--- config.mk ---
export PLATFORM = sky130hd
export DESIGN_NAME = req_decoder
export DESIGN_NICKNAME = d
export VERILOG_FILES = /design/src/hdl/host_domain_pkg.sv /design/src/hdl/req_decoder.sv
export SDC_FILE = /design/constraint.sdc
export NUM_CORES = 1
export LEC_CHECK = 0
export BUFFER_PORTS_ARGS = -buffer_cell sky130_fd_sc_hd__buf_2
export CAP_MARGIN = 20
export CORE_AREA = 2 2 39 41
export DETAILED_ROUTE_END_ITERATION = 6
export DIE_AREA = 0 0 41 43
export SYNTH_ARGS = -nofsm -noshare
export SYNTH_HDL_FRONTEND = slang
export SYNTH_SLANG_ARGS = --single-unit
--- constraint.sdc ---
create_clock -name vclk -period 1.7
set_clock_uncertainty 0.1 [all_clocks]
set_input_delay 0.255 -clock vclk [all_inputs]
set_output_delay 0.255 -clock vclk [all_outputs]
set_load 0.01 [all_outputs]
--- src/hdl/host_domain_pkg.sv ---
//--------------------
// Address map, sizes and register offsets of the host memory domain.
// L2_BASE and CFG_BASE must be aligned to the size of their window.
// NB_L2_BANKS and L2_BANK_WORDS must be powers of two.
//--------------------
`default_nettype none

package host_domain_pkg;

  // Bus widths
  localparam int unsigned DATA_W = 32;
  localparam int unsigned ADDR_W = 32;
  localparam int unsigned STRB_W = 4;

  // L2 scratchpad, word interleaved over the banks
  localparam int unsigned NB_L2_BANKS   = 8;
  localparam int unsigned L2_BANK_WORDS = 256;
  localparam int unsigned L2_BANK_SEL_W = $clog2(NB_L2_BANKS);
  localparam int unsigned L2_WORD_IDX_W = $clog2(L2_BANK_WORDS);
  localparam logic [ADDR_W-1:0] L2_BASE = 32'h1C00_0000;
  localparam logic [ADDR_W-1:0] L2_SIZE = ADDR_W'(NB_L2_BANKS * L2_BANK_WORDS * STRB_W);

  // Configuration window
  localparam logic [ADDR_W-1:0] CFG_BASE = 32'h1A10_0000;
  localparam logic [ADDR_W-1:0] CFG_SIZE = 32'h0000_1000;
  localparam int unsigned       CFG_OFS_W = $clog2(CFG_SIZE);

  localparam logic [CFG_OFS_W-1:0] CFG_ID_OFS      = 'h0;
  localparam logic [CFG_OFS_W-1:0] CFG_SCRATCH_OFS = 'h4;
  localparam logic [CFG_OFS_W-1:0] CFG_RDCNT_OFS   = 'h8;
  localparam logic [CFG_OFS_W-1:0] CFG_WRCNT_OFS   = 'hC;

  localparam logic [DATA_W-1:0] CFG_ID_VALUE = 32'h4844_0001;

  // Queue depths
  localparam int unsigned ORDER_DEPTH = 4;
  localparam int unsigned RSP_DEPTH   = 2;

  // Branch that serves a request
  typedef enum logic [1:0] {
    TGT_L2,
    TGT_CFG,
    TGT_ERR
  } target_e;

endpackage

`default_nettype wire

--- src/hdl/req_decoder.sv ---
//--------------------
// Steers host requests to the L2 or configuration branch by address.
// Purely combinational, no cycle is added.
// A request only goes when the order queue has room and the branch is ready.
// Unmapped addresses need only the order queue.
//--------------------
`timescale 1ns/100ps
`default_nettype none

module req_decoder (
  input  logic                               req_valid_i,
  input  logic [host_domain_pkg::ADDR_W-1:0] req_addr_i,
  output logic                               req_ready_o,
  input  logic                               l2_ready_i,
  input  logic                               cfg_ready_i,
  input  logic                               ord_full_i,
  output logic                               l2_valid_o,
  output logic                               cfg_valid_o,
  output logic                               ord_push_o,
  output host_domain_pkg::target_e           ord_tgt_o
);

  import host_domain_pkg::*;

  target_e tgt;
  logic    in_l2;
  logic    in_cfg;
  logic    branch_ready;

  assign in_l2  = (req_addr_i >= L2_BASE) && (req_addr_i < L2_BASE + L2_SIZE);
  assign in_cfg = (req_addr_i >= CFG_BASE) && (req_addr_i < CFG_BASE + CFG_SIZE);

  always_comb begin
    if (in_l2) begin
      tgt = TGT_L2;
    end else if (in_cfg) begin
      tgt = TGT_CFG;
    end else begin
      tgt = TGT_ERR;
    end
  end

  always_comb begin
    case (tgt)
      TGT_L2:  branch_ready = l2_ready_i;
      TGT_CFG: branch_ready = cfg_ready_i;
      default: branch_ready = 1'b1;
    endcase
  end

  assign req_ready_o = !ord_full_i && branch_ready;

  // Branch valid only when the queue can take the target too
  assign l2_valid_o  = req_valid_i && !ord_full_i && (tgt == TGT_L2);
  assign cfg_valid_o = req_valid_i && !ord_full_i && (tgt == TGT_CFG);

  assign ord_push_o = req_valid_i && req_ready_o;
  assign ord_tgt_o  = tgt;

endmodule

`default_nettype wire

==> metrics.yaml <==
ir_worst_vdd_v: 0.00004277
start_util: 0.1275
io_buffers: 30
nClkBuffers: 0
seq_area_um2: 0
cp_cell_sequence: "buf_2 > or3b_1 > o22ai_1 > a21oi_1 > buf_2"
hold_depth: 3
cts_setup_buffers: 0
area_growth_pct: 96.45
totalWireLength_um: 539
timing.setup.tns_ns: 0
path_buf_inv: 2
slowest_delay_ns: 0.41
p_clk_frac: 0
die_x_um: 41
first_iter_violations: 3
combPwrFrac: 1.000
setup_violations: 0
leakage_nw: 0.1749
cp_slowest_cell: "or3b_1"
power_density_nw_per_um2: 158.4
finalCritPeriodShare: 0.9133
arrival_ns: 1.20
holdWs_ns: 0.6504
hold_start: "ord_full_i"
switching_share: 0.4359
dieArea_um2: 1763
wire_per_inst_um: 8.556
finalHoldViolations: 0
syn-num-nets: 53
ant_nets: 0
cts_hold_buf: 0
ctsResizeCount: 0
syn_avg_cell_area_um2: 10.38
hold_path_end: "req_ready_o"
crit_path_end_kind: "output pin"
p_sw_w: 0.00002392
dp_hpwl_um: 540.2
min_path_type: "in -> out"
crit_fanout: 3
fmax_mhz: 644.1
drc: 0
synth_commonest_cells: "a21oi_1 (2), nand2_1 (2), nor3_1 (2), nor4_4 (2), nor4b_4 (2)"
worst_pin_slew_ns: 0.2339
io-pin-count: 42
die_h_um: 43
design.core.area_um2: 1384
multiInputGateArea_um2: 176.4
fin_crit_ns: 1.553
maxCapViolCount: 0
max-slew-margin-rel: 0.8429
grt_pass1_vias: 248
synthCells: 17
cell_internal_pwr_w: 0.00003096
first_pass_iters: 4
vias_per_cell: 4.079
grt_pass1_wl_um: 841
rsz0062_at_grt: "false"
grt.overflow.total: 0
critPathTopFamily: "simple AND/OR/NAND/NOR gates"
status: "completed"
crit_type: "in -> out"
antenna_found_initial: 0
track_usage: 0.06294
yosys.cell_types.count: 12
required_ns: 1.34
ys_top_cells_by_area: "nor4b_4 (27%), nor4_4 (24%), nand4_2 (7.1%)"
seq_cells: 0
layout-drive-gt1-share: 0.7660
synth_top_cell_area_share: 0.2695
worst-path-stages: 5
finalWorstSetupSlack_ns: 0.1474
synth_seq_area_share: 0
final-max-slew-violation-count: 0
dr_total_vias: 257
rows: 14
path_common_cell: "buf_2"
yosysWarnings: 0
synth_area_um2: 176.4
fill_cells: 165
pre_cts_ws_ns: 0.1597
critPathLaunchType: "primary input"
gp_congestion: 0.5711
yosysTopAreaCell: "nor4b_4"
n_antenna_cell: 0
grt_max_degree: 5
p_seq_frac: 0
nNetsFinal: 85
[layout make-up]
cell class	instances	share of cell area
Multi-Input combinational cell	17	0.5090
Timing Repair Buffer	30	0.4332
Tap cell	16	0.05776
[per-layer routing]
layer,wire [um],track usage
met1,159,0.06329
met2,334,0.1344
met3,45,0
met4,0,0
met5,0,0
[placed cells by master (no fill, tap or decap)]
cell,count
o22ai_1,1
nor4_4,2
a21oi_1,2
buf_2,30
nand2_1,2
and4_2,1
or3b_1,1
nand2b_1,1
nand4_2,1
nand4bb_1,1
nor3_1,2
nor4b_4,2
nor2_1,1
[kinds of logic after synthesis]
family / share of synthesized area
AOI/OAI and AO/OA: 0.09222
and+or+nand+nor: 0.9078
[how the worst max path moves through the flow]
stage	from	to	slack, ns
2_1_floorplan	req_addr_i[22]	l2_valid_o	0.34
3_3_place_gp	req_addr_i[22]	cfg_valid_o	0.16
3_5_place_dp	req_addr_i[22]	l2_valid_o	0.16
4_1_cts	req_addr_i[25]	ord_push_o	0.16
5_1_grt	req_addr_i[15]	cfg_valid_o	0.04
6_report	req_addr_i[25]	ord_push_o	0.15
[power by group through the flow]
stage / Clock, W / Sequential, W / Combinational, W
finish: 0 / 0 / 0.0000549
global route: 0 / 0 / 0.0000599
CTS: 0 / 0 / 0.0000559
detailed placement: 0 / 0 / 0.0000558
global placement: 0 / 0 / 0.0000545
floorplan: 0 / 0 / 0.0000157
[through the flow]
step | instance area (um2) | std cells | utilization | power, W
floorplan | 176.4 | 17 | - | 0.00001574
global placement | 346.6 | 63 | 0.2505 | 0.00005448
detailed placement | 346.6 | 63 | 0.2505 | 0.00005580
CTS | 346.6 | 63 | 0.2505 | 0.00005593
global route | 346.6 | 63 | 0.2505 | 0.00005990
finish | 346.6 | 63 | 0.2505 | 0.00005488
Note: power is estimated with default switching activity, not from simulation.
