**src/hdl/host_domain_pkg.sv**
```systemverilog
//--------------------
// Address map, sizes and register offsets of the host memory domain.
// L2_BASE and CFG_BASE must be aligned to the size of their window.
// NB_L2_BANKS and L2_BANK_WORDS must be powers of two.
//--------------------
`default_nettype none

package host_domain_pkg;

  // Bus widths
  localparam int unsigned DATA_W = 32;
  localparam int unsigned ADDR_W = 32;
  localparam int unsigned STRB_W = 4;

  // L2 scratchpad, word interleaved over the banks
  localparam int unsigned NB_L2_BANKS   = 8;
  localparam int unsigned L2_BANK_WORDS = 256;
  localparam int unsigned L2_BANK_SEL_W = $clog2(NB_L2_BANKS);
  localparam int unsigned L2_WORD_IDX_W = $clog2(L2_BANK_WORDS);
  localparam logic [ADDR_W-1:0] L2_BASE = 32'h1C00_0000;
  localparam logic [ADDR_W-1:0] L2_SIZE = ADDR_W'(NB_L2_BANKS * L2_BANK_WORDS * STRB_W);

  // Configuration window
  localparam logic [ADDR_W-1:0] CFG_BASE = 32'h1A10_0000;
  localparam logic [ADDR_W-1:0] CFG_SIZE = 32'h0000_1000;
  localparam int unsigned       CFG_OFS_W = $clog2(CFG_SIZE);

  localparam logic [CFG_OFS_W-1:0] CFG_ID_OFS      = 'h0;
  localparam logic [CFG_OFS_W-1:0] CFG_SCRATCH_OFS = 'h4;
  localparam logic [CFG_OFS_W-1:0] CFG_RDCNT_OFS   = 'h8;
  localparam logic [CFG_OFS_W-1:0] CFG_WRCNT_OFS   = 'hC;

  localparam logic [DATA_W-1:0] CFG_ID_VALUE = 32'h4844_0001;

  // Queue depths
  localparam int unsigned ORDER_DEPTH = 4;
  localparam int unsigned RSP_DEPTH   = 2;

  // Branch that serves a request
  typedef enum logic [1:0] {
    TGT_L2,
    TGT_CFG,
    TGT_ERR
  } target_e;

endpackage

`default_nettype wire

```
**src/hdl/rsp_fifo.sv**
```systemverilog
//--------------------
// Synchronous FIFO with show-ahead output, any DEPTH >= 1.
// A push while full or a pop while empty is dropped.
// Entries carry no reset, only pointers and occupancy do.
//--------------------
`timescale 1ns/100ps
`default_nettype none

module rsp_fifo #(
  parameter int unsigned DEPTH = 2,
  parameter int unsigned WIDTH = 32
) (
  input  logic             clk_i,
  input  logic             rst_i,
  input  logic             push_i,
  input  logic [WIDTH-1:0] push_data_i,
  input  logic             pop_i,
  output logic             full_o,
  output logic             valid_o,
  output logic [WIDTH-1:0] data_o
);

  localparam int unsigned PTR_W = (DEPTH > 1) ? $clog2(DEPTH) : 1;
  localparam int unsigned CNT_W = $clog2(DEPTH + 1);

  logic [WIDTH-1:0] mem_q [DEPTH];
  logic [PTR_W-1:0] wr_ptr_q;
  logic [PTR_W-1:0] rd_ptr_q;
  logic [CNT_W-1:0] count_q;
  logic             push_en;
  logic             pop_en;

  // Pointer increment with wrap for non power of two depths
  function automatic logic [PTR_W-1:0] ptr_next(input logic [PTR_W-1:0] ptr);
    if (ptr == PTR_W'(DEPTH - 1)) begin
      return '0;
    end
    return ptr + 1'b1;
  endfunction

  assign full_o  = (count_q == CNT_W'(DEPTH));
  assign valid_o = (count_q != '0);
  assign data_o  = mem_q[rd_ptr_q];
  assign push_en = push_i && !full_o;
  assign pop_en  = pop_i && valid_o;

  always_ff @(posedge clk_i) begin
    if (push_en) begin
      mem_q[wr_ptr_q] <= push_data_i;
    end
  end

  always_ff @(posedge clk_i) begin
    if (rst_i) begin
      wr_ptr_q <= '0;
      rd_ptr_q <= '0;
      count_q  <= '0;
    end else begin
      if (push_en) begin
        wr_ptr_q <= ptr_next(wr_ptr_q);
      end
      if (pop_en) begin
        rd_ptr_q <= ptr_next(rd_ptr_q);
      end
      if (push_en && !pop_en) begin
        count_q <= count_q + 1'b1;
      end else if (pop_en && !push_en) begin
        count_q <= count_q - 1'b1;
      end
    end
  end

endmodule

`default_nettype wire

```
**src/hdl/rsp_merger.sv**
```systemverilog
//--------------------
// Returns branch responses in request order using a queue of targets.
// Unmapped requests are answered here with err and zero data.
// Combinational between the queue head and the branch FIFOs.
//--------------------
`timescale 1ns/100ps
`default_nettype none

module rsp_merger (
  input  logic                               clk_i,
  input  logic                               rst_i,
  input  logic                               ord_push_i,
  input  host_domain_pkg::target_e           ord_tgt_i,
  input  logic                               l2_rsp_valid_i,
  input  logic [host_domain_pkg::DATA_W-1:0] l2_rsp_rdata_i,
  input  logic                               cfg_rsp_valid_i,
  input  logic [host_domain_pkg::DATA_W-1:0] cfg_rsp_rdata_i,
  input  logic                               cfg_rsp_err_i,
  input  logic                               rsp_ready_i,
  output logic                               ord_full_o,
  output logic                               l2_pop_o,
  output logic                               cfg_pop_o,
  output logic                               rsp_valid_o,
  output logic [host_domain_pkg::DATA_W-1:0] rsp_rdata_o,
  output logic                               rsp_err_o
);

  import host_domain_pkg::*;

  localparam int unsigned TGT_W = $bits(target_e);

  logic             head_valid;
  logic [TGT_W-1:0] head_data;
  target_e          head_tgt;
  logic             rsp_fire;

  rsp_fifo #(
    .DEPTH ( ORDER_DEPTH ),
    .WIDTH ( TGT_W       )
  ) i_order_queue (
    .clk_i       ( clk_i      ),
    .rst_i       ( rst_i      ),
    .push_i      ( ord_push_i ),
    .push_data_i ( ord_tgt_i  ),
    .pop_i       ( rsp_fire   ),
    .full_o      ( ord_full_o ),
    .valid_o     ( head_valid ),
    .data_o      ( head_data  )
  );

  assign head_tgt = target_e'(head_data);

  always_comb begin
    rsp_valid_o = 1'b0;
    rsp_rdata_o = '0;
    rsp_err_o   = 1'b0;
    if (head_valid) begin
      case (head_tgt)
        TGT_L2: begin
          rsp_valid_o = l2_rsp_valid_i;
          rsp_rdata_o = l2_rsp_rdata_i;
        end
        TGT_CFG: begin
          rsp_valid_o = cfg_rsp_valid_i;
          rsp_rdata_o = cfg_rsp_rdata_i;
          rsp_err_o   = cfg_rsp_err_i;
        end
        default: begin
          rsp_valid_o = 1'b1;
          rsp_err_o   = 1'b1;
        end
      endcase
    end
  end

  assign rsp_fire  = rsp_valid_o && rsp_ready_i;
  assign l2_pop_o  = rsp_fire && (head_tgt == TGT_L2);
  assign cfg_pop_o = rsp_fire && (head_tgt == TGT_CFG);

endmodule

`default_nettype wire

```
**config.mk**
```make
export PLATFORM = sky130hd
export DESIGN_NAME = rsp_merger
export DESIGN_NICKNAME = d
export VERILOG_FILES = /design/src/hdl/host_domain_pkg.sv /design/src/hdl/rsp_fifo.sv /design/src/hdl/rsp_merger.sv
export SDC_FILE = /design/constraint.sdc
export NUM_CORES = 1
export LEC_CHECK = 0
export BUFFER_PORTS_ARGS = -buffer_cell sky130_fd_sc_hd__buf_2
export CORE_ASPECT_RATIO = 0.9
export CORE_MARGIN = 3
export CORE_UTILIZATION = 41
export DETAILED_ROUTE_END_ITERATION = 8
export GPL_ROUTABILITY_DRIVEN = 1
export MAX_ROUTING_LAYER = met4
export PLACE_DENSITY = 0.84
export REMOVE_ABC_BUFFERS = 1
export SYNTH_ARGS = -nofsm -noshare
export SYNTH_HDL_FRONTEND = slang
export SYNTH_SLANG_ARGS = --single-unit
```
**constraint.sdc**
```tcl
create_clock -name clk_i -period 4.6 [get_ports clk_i]
set_input_delay 0 -clock clk_i [delete_from_list [all_inputs] [get_ports clk_i]]
set_output_delay 0 -clock clk_i [all_outputs]
set_load 0.02 [all_outputs]
```
==> results.md <==
- The number of gates resized after CTS is 0.
- The clock-pin transition on the worst setup and hold timing paths is 60 ps.
- The fmax is 0.3365 GHz.
- In this run the cell area measured after placement is between 1500 and 2000 um2.
- The repair_antennas step left the layout with diodes totalling 0.
- The deepest clock path buffer count is 2.
- The final routed wirelength across all metal layers is slightly below 4000 um.
- Synthesis instantiated 27 different standard cells from the library.
- The remaining global-route overflow is 0.
- The final hold violation count was 0.
- The cell count after synthesis came out at around 180.
- The die boundary width is around 67 um.
- The flip-flop and latch count after synthesis is 17.
- The area share of fa/ha/maj cells after synthesis is 6.979%.
- The initial antenna violation count is 0.
- Summing every instance area after synthesis gives around 1400 um2.
- On the critical path the largest part of the delay comes from multiplexers.
- The number of global-route vias before repair is about 1.3k.
- Power spread over the standard cell area amounts to ~570 nW/um2.
- The capture point of the worst path is i_order_queue.count_q[2]$_SDFFE_PP0P_.
- The worst hold path begins at rst_i.
- The run finished with clean final reports.
- The overall global routing resource usage is a little under a fifth.
- By area the synthesized netlist is led by nand2_1, edfxtp_1, dfxtp_1.
- Once the floorplan was initialized, standard cells occupied a little over two fifths of the core.
- Sequential elements use a little under a third of the synthesized area.
- In this run the tightest slew margin relative to its limit is approximately a third.
- The reported max-cap violation count is 0.
- After detailed routing, the number of remaining DRC violations is 0.
- Setup violations remaining at the end of the flow were counted as 0.
- The startpoint-to-endpoint class of the critical path is reg2reg.
- The setup TNS after final layout is 0 ps.
- In the layout the commonest cells are buf_2, nand2_1, a21oi_1.
- Total power for the finished layout comes to 1119 uW.
- Summed over all nets, the half-perimeter wirelength after detailed placement is between 3000 and 4000 um.
- The number of levels in the clock H-tree is 1.
- The number of buffers and inverters on the critical path is 1.
- The slack of the worst reg-to-reg path is between 1500 and 2000 ps.
- In this run the number of cells on the critical path is 9.
- Measured in cells, the most critical reg-to-reg path has a length of 9.
- The area overhead of the layout relative to synthesis is 42.88%.
- Routability-driven placement finished with a final weighted congestion of around 0.74.
- The utilization after layout is a little over three fifths.
- The number of enable flip-flop cells after synthesis is 8.
- The largest fanout on the critical path is 35.
- For this run, the leading register cell type out of synthesis is dfxtp_1.
- The mean area per synthesized cell is 7.446 um2.
- Input and output buffers added on the ports amount to approximately 110.
- The area of the die is about 4100 um2.
- The average wire per cell in the routed design is 11.80 um.
- The sort of element at the start of the critical path is a flip-flop.
- Setup repair after global routing left no endpoint under its margin.
- The slew at the pin closest to its max-slew limit is 1007 ps.
- The minimum clock period after layout is between 2000 and 3000 ps.
- The synthesized-area fraction occupied by ao, oa, aoi and oai cells is 15.61%.
- Measured along the y axis, the die boundary spans approximately 61 um.
- The leakage power of the design is roughly 0.0010 uW.
- For this design, the slowest cell found on the critical path is mux4_2.
- The share of the clock period used by the worst path after layout is approximately 65%.
- After routing the design area is between 1500 and 2000 um2.
- On the worst path, the slowest cell contributes a delay of between 800 and 900 ps.
- Of the post-synthesis cell area, the part taken by muxes is around 11%.
- For this design, the sink count on the clock tree is 17.
- The count of final max-slew check failures is 0.
- Summing the areas of all xor and xnor instances in the mapped netlist gives around 1.3% of the synthesized area.
- Yosys printed 0 warnings.
- The first global-routing pass estimated roughly 5600 um of wire.
- In this run, placement finished with an instance count of roughly 320.
- For this run, asynchronously set or reset flops after synthesis account for 0%.
- The first TritonRoute pass finished after 4 iterations.
- The core region is slightly above 3000 um2.
- The count of cells in the finished layout, fillers not included, comes to 327.
- The vias after detailed routing is ~1.5k.
- The combinational family with the most area after synthesis is simple AND/OR/NAND/NOR gates.
- IR analysis of the VDD net gives a maximum drop of ~370 uV.
- The CTS tree is yes.
- The root buffer cell is clkbuf_8.
- The number of nets at the end of the flow is 366.
- The endpoint of the worst-slack reg-to-reg timing path is i_order_queue.count_q[2]$_SDFFE_PP0P_.
- The detail route stage leaves a number of antenna-violating nets equal to 0.
- The insertion delay of the later-clocked pin in the worst-skew pair is between 200 and 300 ps.
- STA classifies the critical path endpoint as a flip-flop.
- The simple-gate portion of the synthesized area is 27.09%.
- In this run the worst hold path is classified as in2reg.
- The top-level I/O count is 110.
- Of all cell types, the one taking the most synthesized area is nand2_1.
- The most frequent standard cell in the layout excluding fill and tap cells is buf_2.
- Using the TritonRoute via totals, the vias-per-cell ratio works out to 4.709.
- For the worst setup path, the data arrival time is about 3200 ps.
- The post-route netlist has between 40% and 50% of its cells at a drive strength greater than 1.
- The share of the synthesized area in the top cell type is a little under a fifth.
- Row generation in the floorplan step produced 19 rows.
- For this block, the initial DRC count from the detailed router was 72.
- The critical path goes through mux4_2, mux2i_4, a21o_1, ha_1, inv_1, fa_1, xor2_1, or3_1, a21oi_1.
- The setup skew after layout is approximately 3.2 ps.
- STA puts the critical path data required time at 4780 ps.
- The maximum number of pins on one net before global-route repair is 36.
- The CTS buffer count is 3.
==> metrics by stage <==
step	setup WS, ps	hold WS (ps)
floorplan	1815	69.07
global placement	1665	217.6
detailed placement	1639	221.4
CTS	1619	37.00
global route	1398	62.27
finish	1628	39.35
==> layout make-up <==
| class | instances | area [um2] |
|---|---|---|
| clock buffers | 3 | 41.29 |
| inverters | 5 | 18.77 |
| fillers | 295 | 1167 |
| flip-flops and latches | 17 | 420.4 |
| repair buffers | 111 | 565.5 |
| multi-input cells | 148 | 843.3 |
| well taps | 42 | 52.55 |
| clock inverters | 1 | 5.005 |
==> repair_timing <==
item / in CTS / in global routing
hold endpoints to repair: 8 / 0
hold buffers: 2 / 0
setup buffers: 0 / 0
==> power breakdown <==
part           switching (uW)  internal [uW]
clock                    46.6           59.9
combinational             507            271
sequential               38.5            195
==> worst reg2reg max path: stages, from the launching register on <==
cell and delay, ps:
dfxtp_1 390, mux4_2 830, mux2i_4 330, a21o_1 150, ha_1 180, inv_1 60
fa_1 370, xor2_1 150, or3_1 310, a21oi_1 140
==> Yosys cell counts (2+ instances only) <==
library cell	n
dfxtp_1	9
xor2_1	2
mux4_2	2
or3_1	2
clkbuf_1	8
buf_6	4
a32oi_1	2
a21oi_1	35
inv_1	5
mux2i_1	7
ha_1	6
nand2_1	66
nor3b_1	4
and2_1	4
nor2_1	8
edfxtp_1	8
==> kinds of logic after synthesis <==
family	after synthesis
compound gates	40
xor+xnor	2
fa+ha+maj	7
buf+inv	18
flops	17
mux	11
simple gates	88
==> worst min-delay path by stage <==
stage                                                  to  cells past startpoint  slack [ps]
floorplan           i_order_queue.count_q[2]$_SDFFE_PP0P_                      1          70
global placement      i_order_queue.mem_q[1][0]$_DFFE_PP_                      1         220
detailed placement    i_order_queue.mem_q[2][0]$_DFFE_PP_                      1         220
CTS                 i_order_queue.count_q[2]$_SDFFE_PP0P_                      2          40
global route        i_order_queue.count_q[1]$_SDFFE_PP0P_                      2          60
finish              i_order_queue.count_q[2]$_SDFFE_PP0P_                      2          40
==> routing by layer <==
metal | vias to the layer above | GRT usage [%] | routed length (um)
met2 | 60 | 32.06 | 1914
met4 | 0 | 3.768 | 29
met5 | - | - | 0
met3 | 6 | 3.889 | 414
li1 | 818 | - | -
met1 | 656 | 20.99 | 1499
Power figures use the tool's default switching activity.
