===== src/hdl/host_domain_pkg.sv =====
//--------------------
// Address map, sizes and register offsets of the host memory domain.
// L2_BASE and CFG_BASE must be aligned to the size of their window.
// NB_L2_BANKS and L2_BANK_WORDS must be powers of two.
//--------------------
`default_nettype none

package host_domain_pkg;

  // Bus widths
  localparam int unsigned DATA_W = 32;
  localparam int unsigned ADDR_W = 32;
  localparam int unsigned STRB_W = 4;

  // L2 scratchpad, word interleaved over the banks
  localparam int unsigned NB_L2_BANKS   = 8;
  localparam int unsigned L2_BANK_WORDS = 256;
  localparam int unsigned L2_BANK_SEL_W = $clog2(NB_L2_BANKS);
  localparam int unsigned L2_WORD_IDX_W = $clog2(L2_BANK_WORDS);
  localparam logic [ADDR_W-1:0] L2_BASE = 32'h1C00_0000;
  localparam logic [ADDR_W-1:0] L2_SIZE = ADDR_W'(NB_L2_BANKS * L2_BANK_WORDS * STRB_W);

  // Configuration window
  localparam logic [ADDR_W-1:0] CFG_BASE = 32'h1A10_0000;
  localparam logic [ADDR_W-1:0] CFG_SIZE = 32'h0000_1000;
  localparam int unsigned       CFG_OFS_W = $clog2(CFG_SIZE);

  localparam logic [CFG_OFS_W-1:0] CFG_ID_OFS      = 'h0;
  localparam logic [CFG_OFS_W-1:0] CFG_SCRATCH_OFS = 'h4;
  localparam logic [CFG_OFS_W-1:0] CFG_RDCNT_OFS   = 'h8;
  localparam logic [CFG_OFS_W-1:0] CFG_WRCNT_OFS   = 'hC;

  localparam logic [DATA_W-1:0] CFG_ID_VALUE = 32'h4844_0001;

  // Queue depths
  localparam int unsigned ORDER_DEPTH = 4;
  localparam int unsigned RSP_DEPTH   = 2;

  // Branch that serves a request
  typedef enum logic [1:0] {
    TGT_L2,
    TGT_CFG,
    TGT_ERR
  } target_e;

endpackage

`default_nettype wire


===== src/hdl/rsp_fifo.sv =====
//--------------------
// Synchronous FIFO with show-ahead output, any DEPTH >= 1.
// A push while full or a pop while empty is dropped.
// Entries carry no reset, only pointers and occupancy do.
//--------------------
`timescale 1ns/100ps
`default_nettype none

module rsp_fifo #(
  parameter int unsigned DEPTH = 2,
  parameter int unsigned WIDTH = 32
) (
  input  logic             clk_i,
  input  logic             rst_i,
  input  logic             push_i,
  input  logic [WIDTH-1:0] push_data_i,
  input  logic             pop_i,
  output logic             full_o,
  output logic             valid_o,
  output logic [WIDTH-1:0] data_o
);

  localparam int unsigned PTR_W = (DEPTH > 1) ? $clog2(DEPTH) : 1;
  localparam int unsigned CNT_W = $clog2(DEPTH + 1);

  logic [WIDTH-1:0] mem_q [DEPTH];
  logic [PTR_W-1:0] wr_ptr_q;
  logic [PTR_W-1:0] rd_ptr_q;
  logic [CNT_W-1:0] count_q;
  logic             push_en;
  logic             pop_en;

  // Pointer increment with wrap for non power of two depths
  function automatic logic [PTR_W-1:0] ptr_next(input logic [PTR_W-1:0] ptr);
    if (ptr == PTR_W'(DEPTH - 1)) begin
      return '0;
    end
    return ptr + 1'b1;
  endfunction

  assign full_o  = (count_q == CNT_W'(DEPTH));
  assign valid_o = (count_q != '0);
  assign data_o  = mem_q[rd_ptr_q];
  assign push_en = push_i && !full_o;
  assign pop_en  = pop_i && valid_o;

  always_ff @(posedge clk_i) begin
    if (push_en) begin
      mem_q[wr_ptr_q] <= push_data_i;
    end
  end

  always_ff @(posedge clk_i) begin
    if (rst_i) begin
      wr_ptr_q <= '0;
      rd_ptr_q <= '0;
      count_q  <= '0;
    end else begin
      if (push_en) begin
        wr_ptr_q <= ptr_next(wr_ptr_q);
      end
      if (pop_en) begin
        rd_ptr_q <= ptr_next(rd_ptr_q);
      end
      if (push_en && !pop_en) begin
        count_q <= count_q + 1'b1;
      end else if (pop_en && !push_en) begin
        count_q <= count_q - 1'b1;
      end
    end
  end

endmodule

`default_nettype wire


===== src/hdl/cfg_regs.sv =====
//--------------------
// ID, scratch and L2 read/write event counters.
// Only the four word offsets are mapped, anything else answers with err.
// Writes to the ID are dropped, writes to a counter clear it.
//--------------------
`timescale 1ns/100ps
`default_nettype none

module cfg_regs (
  input  logic                               clk_i,
  input  logic                               rst_i,
  input  logic                               cfg_valid_i,
  input  logic                               req_we_i,
  input  logic [host_domain_pkg::ADDR_W-1:0] req_addr_i,
  input  logic [host_domain_pkg::DATA_W-1:0] req_wdata_i,
  input  logic                               l2_rd_evt_i,
  input  logic                               l2_wr_evt_i,
  input  logic                               cfg_pop_i,
  output logic                               cfg_ready_o,
  output logic                               cfg_rsp_valid_o,
  output logic [host_domain_pkg::DATA_W-1:0] cfg_rsp_rdata_o,
  output logic                               cfg_rsp_err_o
);

  import host_domain_pkg::*;

  logic                 accept;
  logic                 fifo_full;
  logic [CFG_OFS_W-1:0] ofs;
  logic [DATA_W-1:0]    scratch_q;
  logic [DATA_W-1:0]    rd_cnt_q;
  logic [DATA_W-1:0]    wr_cnt_q;
  logic [DATA_W-1:0]    rsp_rdata;
  logic                 rsp_err;

  assign accept = cfg_valid_i && cfg_ready_o;
  assign ofs    = req_addr_i[CFG_OFS_W-1:0];

  always_comb begin
    rsp_rdata = '0;
    rsp_err   = 1'b0;
    case (ofs)
      CFG_ID_OFS:      rsp_rdata = req_we_i ? '0 : CFG_ID_VALUE;
      CFG_SCRATCH_OFS: rsp_rdata = req_we_i ? '0 : scratch_q;
      CFG_RDCNT_OFS:   rsp_rdata = req_we_i ? '0 : rd_cnt_q;
      CFG_WRCNT_OFS:   rsp_rdata = req_we_i ? '0 : wr_cnt_q;
      default:         rsp_err   = 1'b1;
    endcase
  end

  // A counter clear and an L2 event never share a cycle
  always_ff @(posedge clk_i) begin
    if (rst_i) begin
      scratch_q <= '0;
      rd_cnt_q  <= '0;
      wr_cnt_q  <= '0;
    end else begin
      if (accept && req_we_i && ofs == CFG_SCRATCH_OFS) begin
        scratch_q <= req_wdata_i;
      end
      if (accept && req_we_i && ofs == CFG_RDCNT_OFS) begin
        rd_cnt_q <= '0;
      end else if (l2_rd_evt_i) begin
        rd_cnt_q <= rd_cnt_q + 1'b1;
      end
      if (accept && req_we_i && ofs == CFG_WRCNT_OFS) begin
        wr_cnt_q <= '0;
      end else if (l2_wr_evt_i) begin
        wr_cnt_q <= wr_cnt_q + 1'b1;
      end
    end
  end

  rsp_fifo #(
    .DEPTH ( RSP_DEPTH  ),
    .WIDTH ( DATA_W + 1 )
  ) i_rsp_fifo (
    .clk_i       ( clk_i                            ),
    .rst_i       ( rst_i                            ),
    .push_i      ( accept                           ),
    .push_data_i ( {rsp_err, rsp_rdata}             ),
    .pop_i       ( cfg_pop_i                        ),
    .full_o      ( fifo_full                        ),
    .valid_o     ( cfg_rsp_valid_o                  ),
    .data_o      ( {cfg_rsp_err_o, cfg_rsp_rdata_o} )
  );

  assign cfg_ready_o = !fifo_full;

endmodule

`default_nettype wire


===== config.mk =====
export PLATFORM = sky130hd
export DESIGN_NAME = cfg_regs
export DESIGN_NICKNAME = d
export VERILOG_FILES = /design/src/hdl/host_domain_pkg.sv /design/src/hdl/rsp_fifo.sv /design/src/hdl/cfg_regs.sv
export SDC_FILE = /design/constraint.sdc
export NUM_CORES = 1
export LEC_CHECK = 0
export BUFFER_PORTS_ARGS = -buffer_cell sky130_fd_sc_hd__buf_2
export CAP_MARGIN = 25
export CORE_MARGIN = 8
export CORE_UTILIZATION = 25
export CTS_BUF_LIST = sky130_fd_sc_hd__clkbuf_8
export DETAILED_ROUTE_END_ITERATION = 10
export GPL_TIMING_DRIVEN = 0
export REMOVE_ABC_BUFFERS = 1
export SYNTH_ARGS = -nofsm -noshare
export SYNTH_HDL_FRONTEND = slang
export SYNTH_SLANG_ARGS = --single-unit

===== constraint.sdc =====
create_clock -name clk_i -period 3.2 [get_ports clk_i]
set_clock_uncertainty 0.1 [all_clocks]
set_input_delay 0.64 -clock clk_i [delete_from_list [all_inputs] [get_ports clk_i]]
set_output_delay 0.64 -clock clk_i [all_outputs]
set_load 0.03 [all_outputs]

==> results by stage, run 1 <==
Synth:
- The prevailing post-synth register cell is sky130_fd_sc_hd__dfxtp_1.
- The netlist area before placement is 7619 µm².
- In this run the mean area of a mapped cell was 10.24 µm².
- Yosys mapped a number of flops with a built-in enable equal to 66.
- The distinct cell type count after synthesis is 52.
- During synthesis, Yosys emitted a total of 0 warnings.
- After technology mapping, the gate count stands at 744.
- After synthesis the netlist holds a flip-flop and latch count of 167.
- The fraction of the yosys area taken by sequential cells is 52.55%.
- The async set-reset flop share out of synthesis is 0%.

Setup path:
- The worst stage delay on the critical path is 0.75 ns.
- In this run the register-to-register setup slack is 0.57 ns.
- The nature of the critical path startpoint is a primary input.
- STA classifies the critical path endpoint as a register.
- Traced cell by cell, the critical path runs through buf_2 > or4_1 > or3_1 > buf_16 > nor3b_2 > a221o_1.
- STA puts the critical path data arrival time at 3.15 ns.
- The cell with the largest stage delay on the worst path is sky130_fd_sc_hd__or4_1.
- Along the worst path, the maximum fanout reaches 16.
- The worst register-to-register path has a depth of 6.
- In this run the critical register-to-register path is captured at wr_cnt_q[21]$_SDFFE_PP0P_.
- The source of the worst register-to-register timing path is i_rsp_fifo.count_q[0]$_SDFFE_PP0P_.
- The start-to-end type of the worst setup path is primary input to register.
- The required time of the worst setup path is 3.40 ns.

Floorplan:
- The total die area is 36320 µm².
- In this run the core area contains 64 standard-cell rows.
- The die outline height is 190.6 µm.
- The total core area is 30270 µm².
- The floorplan step set the die width to 190.6 µm.
- The initial standard-cell utilization of the core is 25.17%.
- 106 I/O pins were placed.

STA:
- The final hold slack is 0.3277 ns.
- The final period utilization is 92.04%.
- The worst-case headroom to the max-slew limit is 37.96%.
- The total setup violations reported at the end of the flow is 0.
- Setup repair after global routing left no endpoint under its margin.
- The number of endpoints with negative hold slack in the final report is 0.
- Setup slack closes at 0.2547 ns.
- The slew at the pin with the worst max-slew slack is 0.9176 ns.
- The achievable clock frequency is 0.3395 GHz.
- The clock period could shrink to 2.945 ns.
- The final number of max-transition violations is 0.
- For the final routed database, the setup TNS stands at 0 ns.

Clock tree:
- The register clock-pin slew on the reported worst setup and hold paths is 0.09 ns.
- The CTS tree is built.
- No sink is reached through more buffers than the 2 on the longest clock path.
- The post-cts sizing count is 0.
- The clock net in this run drives a total of 167 sinks.
- TritonCTS created 17 clock buffers.
- At the later pin of the worst-skew pair, clock insertion delay measures 0.45 ns.
- The cell chosen for the clock root is sky130_fd_sc_hd__clkbuf_8.
- Hold repair after CTS inserted 0 buffers.
- CTS built an H-tree with a depth of 4.
- After clock tree synthesis, the setup repair step added 0 buffers.

Cells and area:
- The post-route netlist has 22.38% of its cells at a drive strength greater than 1.
- Summing all non-filler instances in the final layout gives an area of 9019 µm².
- The fill cell total of the finished layout is 3182.
- The layout overhead on the synthesized area is 18.38%.
- The repair_antennas step left the layout with diodes totalling 0.
- The final-stage net count is 883.

Global route:
- The total congestion overflow after global routing is 0.
- The first global-routing pass estimated 32600 µm of wire.
- The initial antenna violation count was 2.
- The total routing usage reported by global routing is 11.38%.
- The via count of the first global-routing pass is 5740.
- Entering global routing, the biggest net connects 41 pins.

Routing:
- The number of iterations in the first detailed-routing pass is 8.
- The total via count after detailed routing is 6120.
- The total length of routed wires is 20620 µm.
- The final antenna-violating net count is 0.
- The wire length per cell after detailed routing is 16.93 µm.
- The ratio of routed vias to standard cells is 5.025.
- The DRC violation count after routing is 0.
- In this run, the number of DRC markers left after iteration 0 of detailed routing was 514.

Power:
- The overall power of the completed layout is 4.954 mW.
- Registers are responsible for 49.5% of the overall power.
- Combinational logic burns 21.6% of the power.
- The portion of total power attributed to the clock network is 28.9%.
- The power density over cell area is 549.3 nW/µm².
- VDD sags by at most 0.3706 mV.
- The static power due to leakage is 2.875 nW.
- Net switching is 31.31% of the power.
- The internal power consumption is 3.403 mW.
- The switching power total is 1.551 mW.

Run status:
- The flow ran to the end, and the final reports show no timing, DRC or antenna violations.

Hold path:
- The worst hold path belongs to the class primary input to register.
- The startpoint identified for the worst hold timing path is req_wdata_i[7].
- The worst-case hold path end point is scratch_q[7]$_SDFFE_PP0P_.
- The worst hold path depth is 3.

Placed design:
- The post-DP HPWL is 15310 µm.
- Routability-driven placement finished with a final weighted congestion of 0.7910.
- In this run the cell area measured after placement is 8630 µm².
- Input and output buffers added on the ports amount to 85.
- Prior to clock tree synthesis, the placed netlist has a worst setup slack of -0.2409 ns.

Run:
- The max capacitance violation total is 0.
[final cells by class]
type	count	area [µm²]	area share (%)
multi-input combinational	514	3381	37.49
tap	396	495.5	5.494
sequential	167	4005	44.41
timing repair buffer	97	718.2	7.963
inverter	12	45.04	0.4994
clock buffer	18	247.7	2.747
clock inverter	14	126.4	1.401
[layer usage]
| metal | share of wire [%] | wire [µm] | up-vias | global-route usage [%] |
|---|---|---|---|---|
| li1 | - | - | 2984 | - |
| met1 | 46 | 9468 | 2962 | 14.55 |
| met2 | 49 | 10070 | 149 | 19.07 |
| met3 | 4.1 | 837 | 21 | 2.469 |
| met4 | 1.1 | 227 | 4 | 3.132 |
| met5 | 0.087 | 18 | - | 0 |
[worst max-delay path by stage]
stage / depth (start not counted) / slack [ns] / endpoint / start
3_3_place_gp: 5 / -2.20 / i_rsp_fifo.mem_q[0][10]$_DFFE_PP_ / req_addr_i[9]
4_1_cts: 6 / 0.25 / i_rsp_fifo.mem_q[0][18]$_DFFE_PP_ / req_addr_i[9]
6_report: 6 / 0.25 / i_rsp_fifo.mem_q[0][18]$_DFFE_PP_ / req_addr_i[9]
5_1_grt: 7 / 0.18 / rd_cnt_q[31]$_SDFFE_PP0P_ / req_addr_i[9]
3_5_place_dp: 6 / -0.24 / i_rsp_fifo.mem_q[0][18]$_DFFE_PP_ / req_addr_i[9]
2_1_floorplan: 4 / -0.56 / i_rsp_fifo.mem_q[0][24]$_DFFE_PP_ / req_addr_i[9]
[cell usage after synthesis, types with 4 or more instances]
cell / n / area [µm²]
sky130_fd_sc_hd__dfxtp_1: 101 / 2022
sky130_fd_sc_hd__a21oi_1: 73 / 365.4
sky130_fd_sc_hd__edfxtp_1: 66 / 1982
sky130_fd_sc_hd__nor2_1: 57 / 214.0
sky130_fd_sc_hd__nand3_1: 51 / 255.2
sky130_fd_sc_hd__o21ai_0: 43 / 215.2
sky130_fd_sc_hd__nand2_1: 35 / 131.4
sky130_fd_sc_hd__clkbuf_1: 33 / 123.9
sky130_fd_sc_hd__mux2_2: 33 / 371.6
sky130_fd_sc_hd__or4_1: 27 / 202.7
sky130_fd_sc_hd__nand4_1: 22 / 137.6
sky130_fd_sc_hd__o31ai_1: 21 / 157.7
sky130_fd_sc_hd__a222oi_1: 20 / 200.2
sky130_fd_sc_hd__buf_2: 15 / 75.07
sky130_fd_sc_hd__or3_1: 15 / 93.84
sky130_fd_sc_hd__xnor2_1: 14 / 122.6
sky130_fd_sc_hd__xor2_1: 14 / 122.6
sky130_fd_sc_hd__inv_1: 12 / 45.04
sky130_fd_sc_hd__and3_1: 9 / 56.30
sky130_fd_sc_hd__and4_1: 8 / 70.07
sky130_fd_sc_hd__a22oi_1: 7 / 52.55
sky130_fd_sc_hd__a21o_1: 6 / 45.04
sky130_fd_sc_hd__nor4_1: 6 / 37.54
sky130_fd_sc_hd__a221o_1: 5 / 50.05
sky130_fd_sc_hd__mux2i_1: 4 / 40.04
[sequential cells by signal, summed over array words and instances (netlist names), named ones only]
| name | cells |
|---|---|
| rd_cnt_q | 32 |
| wr_cnt_q | 32 |
| scratch_q | 32 |
| i_rsp_fifo.mem_q | 66 |
| i_rsp_fifo.rd_ptr_q | 1 |
| i_rsp_fifo.count_q | 2 |
| i_rsp_fifo.wr_ptr_q | 1 |
[placed cells by master (no fill, tap or decap), drive strengths merged, types with 7 or more instances in the layout]
cell type and n:
a21oi 75, a222oi 20, a22oi 7, and3 9, and4 8, buf 97, clkbuf 18, clkinv 8
dfxtp 101, edfxtp 66, inv 15, mux2 33, nand2 35, nand3 51, nand4 23, nor2 57
o21ai 45, o31ai 21, or3 15, or4 29, xnor2 14, xor2 14
[kinds of logic (layout without fill, tap and decap cells)]
family / Yosys count / count (layout) / share of synthesized area (%)
xor+xnor: 28 / 28 / 3.219
compound gates: 188 / 188 / 15.62
flops: 167 / 167 / 52.55
simple gates: 258 / 258 / 19.22
buf+inv: 63 / 141 / 3.498
mux: 37 / 37 / 5.403
fa+ha+maj: 3 / 3 / 0.4927
[through the flow]
step	instances	util [%]
after floorplan	693	-
after global placement	1174	27.48
after detailed placement	1185	28.51
after CTS	1217	29.75
after global routing	1218	29.79
final	1218	29.79
[worst max-delay path: cells and delay by family]
kind	cells	cell delay [ns]
AND/OR/NAND/NOR	3	1.84
AO/OA/AOI/OAI	1	0.27
buffers and inverters	2	0.38
[power groups by stage]
| stage | combinational (mW) | clock (mW) | sequential (mW) |
|---|---|---|---|
| finish | 1.07 | 1.43 | 2.45 |
| global route | 1.16 | 1.57 | 2.47 |
| CTS | 1.11 | 1.47 | 2.46 |
| detailed placement | 1.10 | 0 | 2.51 |
| global placement | 0.982 | 0 | 2.54 |
| floorplan | 0.667 | 0 | 2.50 |
No activity file was read; power rests on OpenSTA's default activity.
==> run 2, diff against run 1 <==
Settings changed: BUFFER_PORTS_ARGS -buffer_cell sky130_fd_sc_hd__buf_2 to -buffer_cell sky130_fd_sc_hd__clkbuf_2, RECOVER_POWER set to 100.
==> run 2 against run 1 <==
The run now ends with max-capacitance violations, max-slew violations left. Hold slack lost 0.020 ns. Critical path type is now register to output pin. Via count barely moved. Highest routed layer is now met4. Clock-buffer cell count rose by 2.
==> results by stage, run 2 (synthesis results as in run 1) <==
Clock tree:
- The number of buffers created by CTS is 17 (unchanged).
- The number of buffers added to fix hold violations after cts is 0 (unchanged).
- The clock latency reported for the late side of the worst-skew pair is 0.46 ns (about the same).
- The number of sinks handled by clock tree synthesis is 167 (unchanged).
- The level count of the clock H-tree is 4 (unchanged).
- The CTS tree is built.
- The cell chosen for the clock root is sky130_fd_sc_hd__clkbuf_8.
- The register clock-pin slew on the reported worst setup and hold paths is 0.09 ns (about the same).
- The number of setup buffers added after CTS is 0 (unchanged).
- The post-cts sizing count is 0 (unchanged).
- The clock tree buffer depth is 2 (unchanged).

Floorplan:
- The cell row count is 64 (unchanged).
- The total core area is 30270 µm² (unchanged).
- The count of boundary I/O pins is 106 (unchanged).
- The width of the die is 190.6 µm (unchanged).
- The initial standard-cell utilization of the core was 25.17% (unchanged).
- The total die area was 36320 µm² (unchanged).
- The die outline height is 190.6 µm (unchanged).

Global route:
- The global-route wire length before repair is 33110 µm (+1.6%).
- The met3 track demand over resource is 2.798% (+0.33 points).
- The met1 usage in global routing is 14.92% (+0.37 points).
- The total congestion overflow after global routing is 0 (unchanged).
- The most congested layer reported by global routing is met2.
- The total routing usage reported by global routing is 11.65% (+0.27 points).
- The via count of the first global-routing pass was 5817 (+1.3%).
- The largest net degree at the start of global routing came to 41 (unchanged).
- The initial antenna violation count is 0 (-2).
- The met2 global-route usage was 19.23% (+0.16 points).

Setup path:
- On the critical path the largest part of the delay comes from flip-flops.
- The reg2reg setup slack is 0.44 ns (-0.13 ns).
- In this run the critical register-to-register path is captured at wr_cnt_q[27]$_SDFFE_PP0P_.
- The source of the worst register-to-register timing path is i_rsp_fifo.count_q[0]$_SDFFE_PP0P_.
- The arrival time of data at the critical path endpoint is 2.19 ns (-0.96 ns).
- The cell with the largest stage delay on the worst path is sky130_fd_sc_hd__dfxtp_1.
- The worst path buffer plus inverter count is 2 (unchanged).
- The count of cell instances traversed by the critical path is 3 (-3).
- The largest fanout on the critical path is 19 (+3).
- Walking the worst path, the cells encountered are buf_16 > mux2_1 > clkbuf_2.
- The critical path in this run is classified as register to output pin.
- The worst setup path is captured at an output pin.
- The worst setup path is launched from a register.
- The worst stage delay on the critical path is 0.92 ns (+0.17 ns).
- The critical path endpoint is cfg_rsp_rdata_o[23].
- The required time of the worst setup path is 2.46 ns (-0.94 ns).
- The count of cells along the worst register-to-register path came to 6 (unchanged).

STA:
- The achievable clock frequency was 0.3415 GHz (+0.59%).
- The final hold slack is 0.3073 ns (-0.02042 ns).
- The minimum clock period after layout is 2.928 ns (-0.01738 ns).
- The total negative slack is 0 ns (unchanged).
- The total setup violations reported at the end of the flow came to 0 (unchanged).
- The number of endpoints with negative hold slack in the final report is 0 (unchanged).
- The final number of max-transition violations is 51 (+51).
- The final period utilization was 91.50% (-0.54 points).
- Setup repair after global routing left no endpoint under its margin.
- The worst-case headroom to the max-slew limit is -18.80% (-57 points).
- The slew at the pin with the worst max-slew slack is 1.782 ns (+0.8644 ns).

Routing:
- The final antenna-violating net count is 0 (unchanged).
- The DRC violation count after routing is 0 (unchanged).
- The total length of routed wires was 21030 µm (+2.0%).
- The wire length per cell after detailed routing was 17.28 µm (+2.1%).
- The violation count after the first detailed-routing iteration is 454 (-12%).
- The ratio of routed vias to standard cells is 5.034 (+0.18%).
- The number of iterations in the first detailed-routing pass was 5 (-3).
- The total via count after detailed routing is 6126 (+0.098%).

Cells and area:
- The number of diodes added for antenna fixing is 0 (unchanged).
- The post-layout utilization of the core was 29.58% (-0.22 points).
- The library cell used most frequently in the layout, excluding fill and tap cells, is sky130_fd_sc_hd__dfxtp_1.
- The fill cell total of the finished layout is 3198 (+0.50%).
- The final-stage net count came to 882 (-0.11%).
- The number of flip-flops under the largest register name is 66 (unchanged).
- Leaving out fill and tap cells, the most frequent cells in the layout are 101 x sky130_fd_sc_hd__dfxtp_1, 76 x sky130_fd_sc_hd__clkbuf_2, 75 x sky130_fd_sc_hd__a21oi_1.
- Compared with the post-synthesis result, the final layout area differs by 17.51%.
- More flip-flops sit in one register than any other, and that register is i_rsp_fifo.mem_q.
- The share of cells above drive strength 1 is 19.37% (-3.0 points).

Run status:
- The final reports fail on max-capacitance violations, max-slew violations.
- The run finished, with violations left.

Power:
- The static power due to leakage is 2.844 nW (-1.1%).
- The power density over cell area is 573.8 nW/µm² (+4.5%).
- The maximum resistive drop on vdd is 0.4780 mV (+29%).
- The overall power of the completed layout is 5.137 mW (+3.7%).

Run:
- The max capacitance violation total is 2 (+2).

Placed design:
- The count of port buffers added during placement is 85 (unchanged).
- The post-DP HPWL is 15200 µm (-0.68%).
- The placer's final routability congestion estimate is 0.7916 (about the same).

Hold path:
- The class of the worst hold path is primary input to register.
- The worst hold path depth came to 3 (unchanged).
## run 2: changes by cell type in the layout (fill, tap and decap cells not counted), sizes merged
cell / change
buf: -88
bufinv: +3
clkbuf: +89
clkinv: -6
clkinvlp: -1
inv: +2
## run 2: layer usage
layer | wire, µm | share of wire [%] | up-vias
met5 | 0 | 0 | -
met2 | 10170 | 48 | 162
met3 | 1079 | 5.1 | 18
li1 | - | - | 2965
met4 | 267 | 1.3 | 0
met1 | 9509 | 45 | 2981
## run 2: worst min path at each step
stage               slack, ns                  startpoint                    endpoint
detailed placement       0.37   scratch_q[9]$_SDFFE_PP0P_   scratch_q[9]$_SDFFE_PP0P_
finish                   0.31              req_wdata_i[6]   scratch_q[6]$_SDFFE_PP0P_
global route             0.28             req_wdata_i[20]  scratch_q[20]$_SDFFE_PP0P_
global placement         0.36  scratch_q[15]$_SDFFE_PP0P_  scratch_q[15]$_SDFFE_PP0P_
floorplan                0.34  scratch_q[11]$_SDFFE_PP0P_  scratch_q[11]$_SDFFE_PP0P_
CTS                      0.28             req_wdata_i[13]  scratch_q[13]$_SDFFE_PP0P_
## run 2: worst reg2reg max path, cell delays in order, from the launching register on
cell and delay (ns):
sky130_fd_sc_hd__dfxtp_1 0.39, sky130_fd_sc_hd__nand2b_1 0.23, sky130_fd_sc_hd__nand3_1 0.50, sky130_fd_sc_hd__clkbuf_2 0.49, sky130_fd_sc_hd__o21ai_2 0.65, sky130_fd_sc_hd__buf_16 0.23
sky130_fd_sc_hd__a21oi_1 0.05
## run 2: through the flow
stage	setup WS (ns)	instances	cell area (µm²)
2_1_floorplan	-0.5583	693	7397
3_3_place_gp	-2.192	1174	8318
3_5_place_dp	-0.2455	1185	8592
4_1_cts	0.2480	1217	9029
5_1_grt	0.08589	1217	8952
6_report	0.2721	1217	8952
## run 2: cell type report
type	count	area [µm²]	share of cell area, %
Clock buffer	20	275.3	3.075
Timing Repair Buffer	96	619.3	6.918
Multi-Input combinational cell	514	3352	37.44
Tap cell	396	495.5	5.535
Sequential cell	167	4004	44.72
Clock inverter	12	161.4	1.803
Inverter	12	45.04	0.5031
## run 2: power by group
group / internal (mW) / switching [mW] / total [mW]
logic: 0.345 / 0.677 / 1.02
registers: 2.38 / 0.0782 / 2.46
clock network: 0.902 / 0.758 / 1.66
total: 3.62 / 1.51 / 5.14
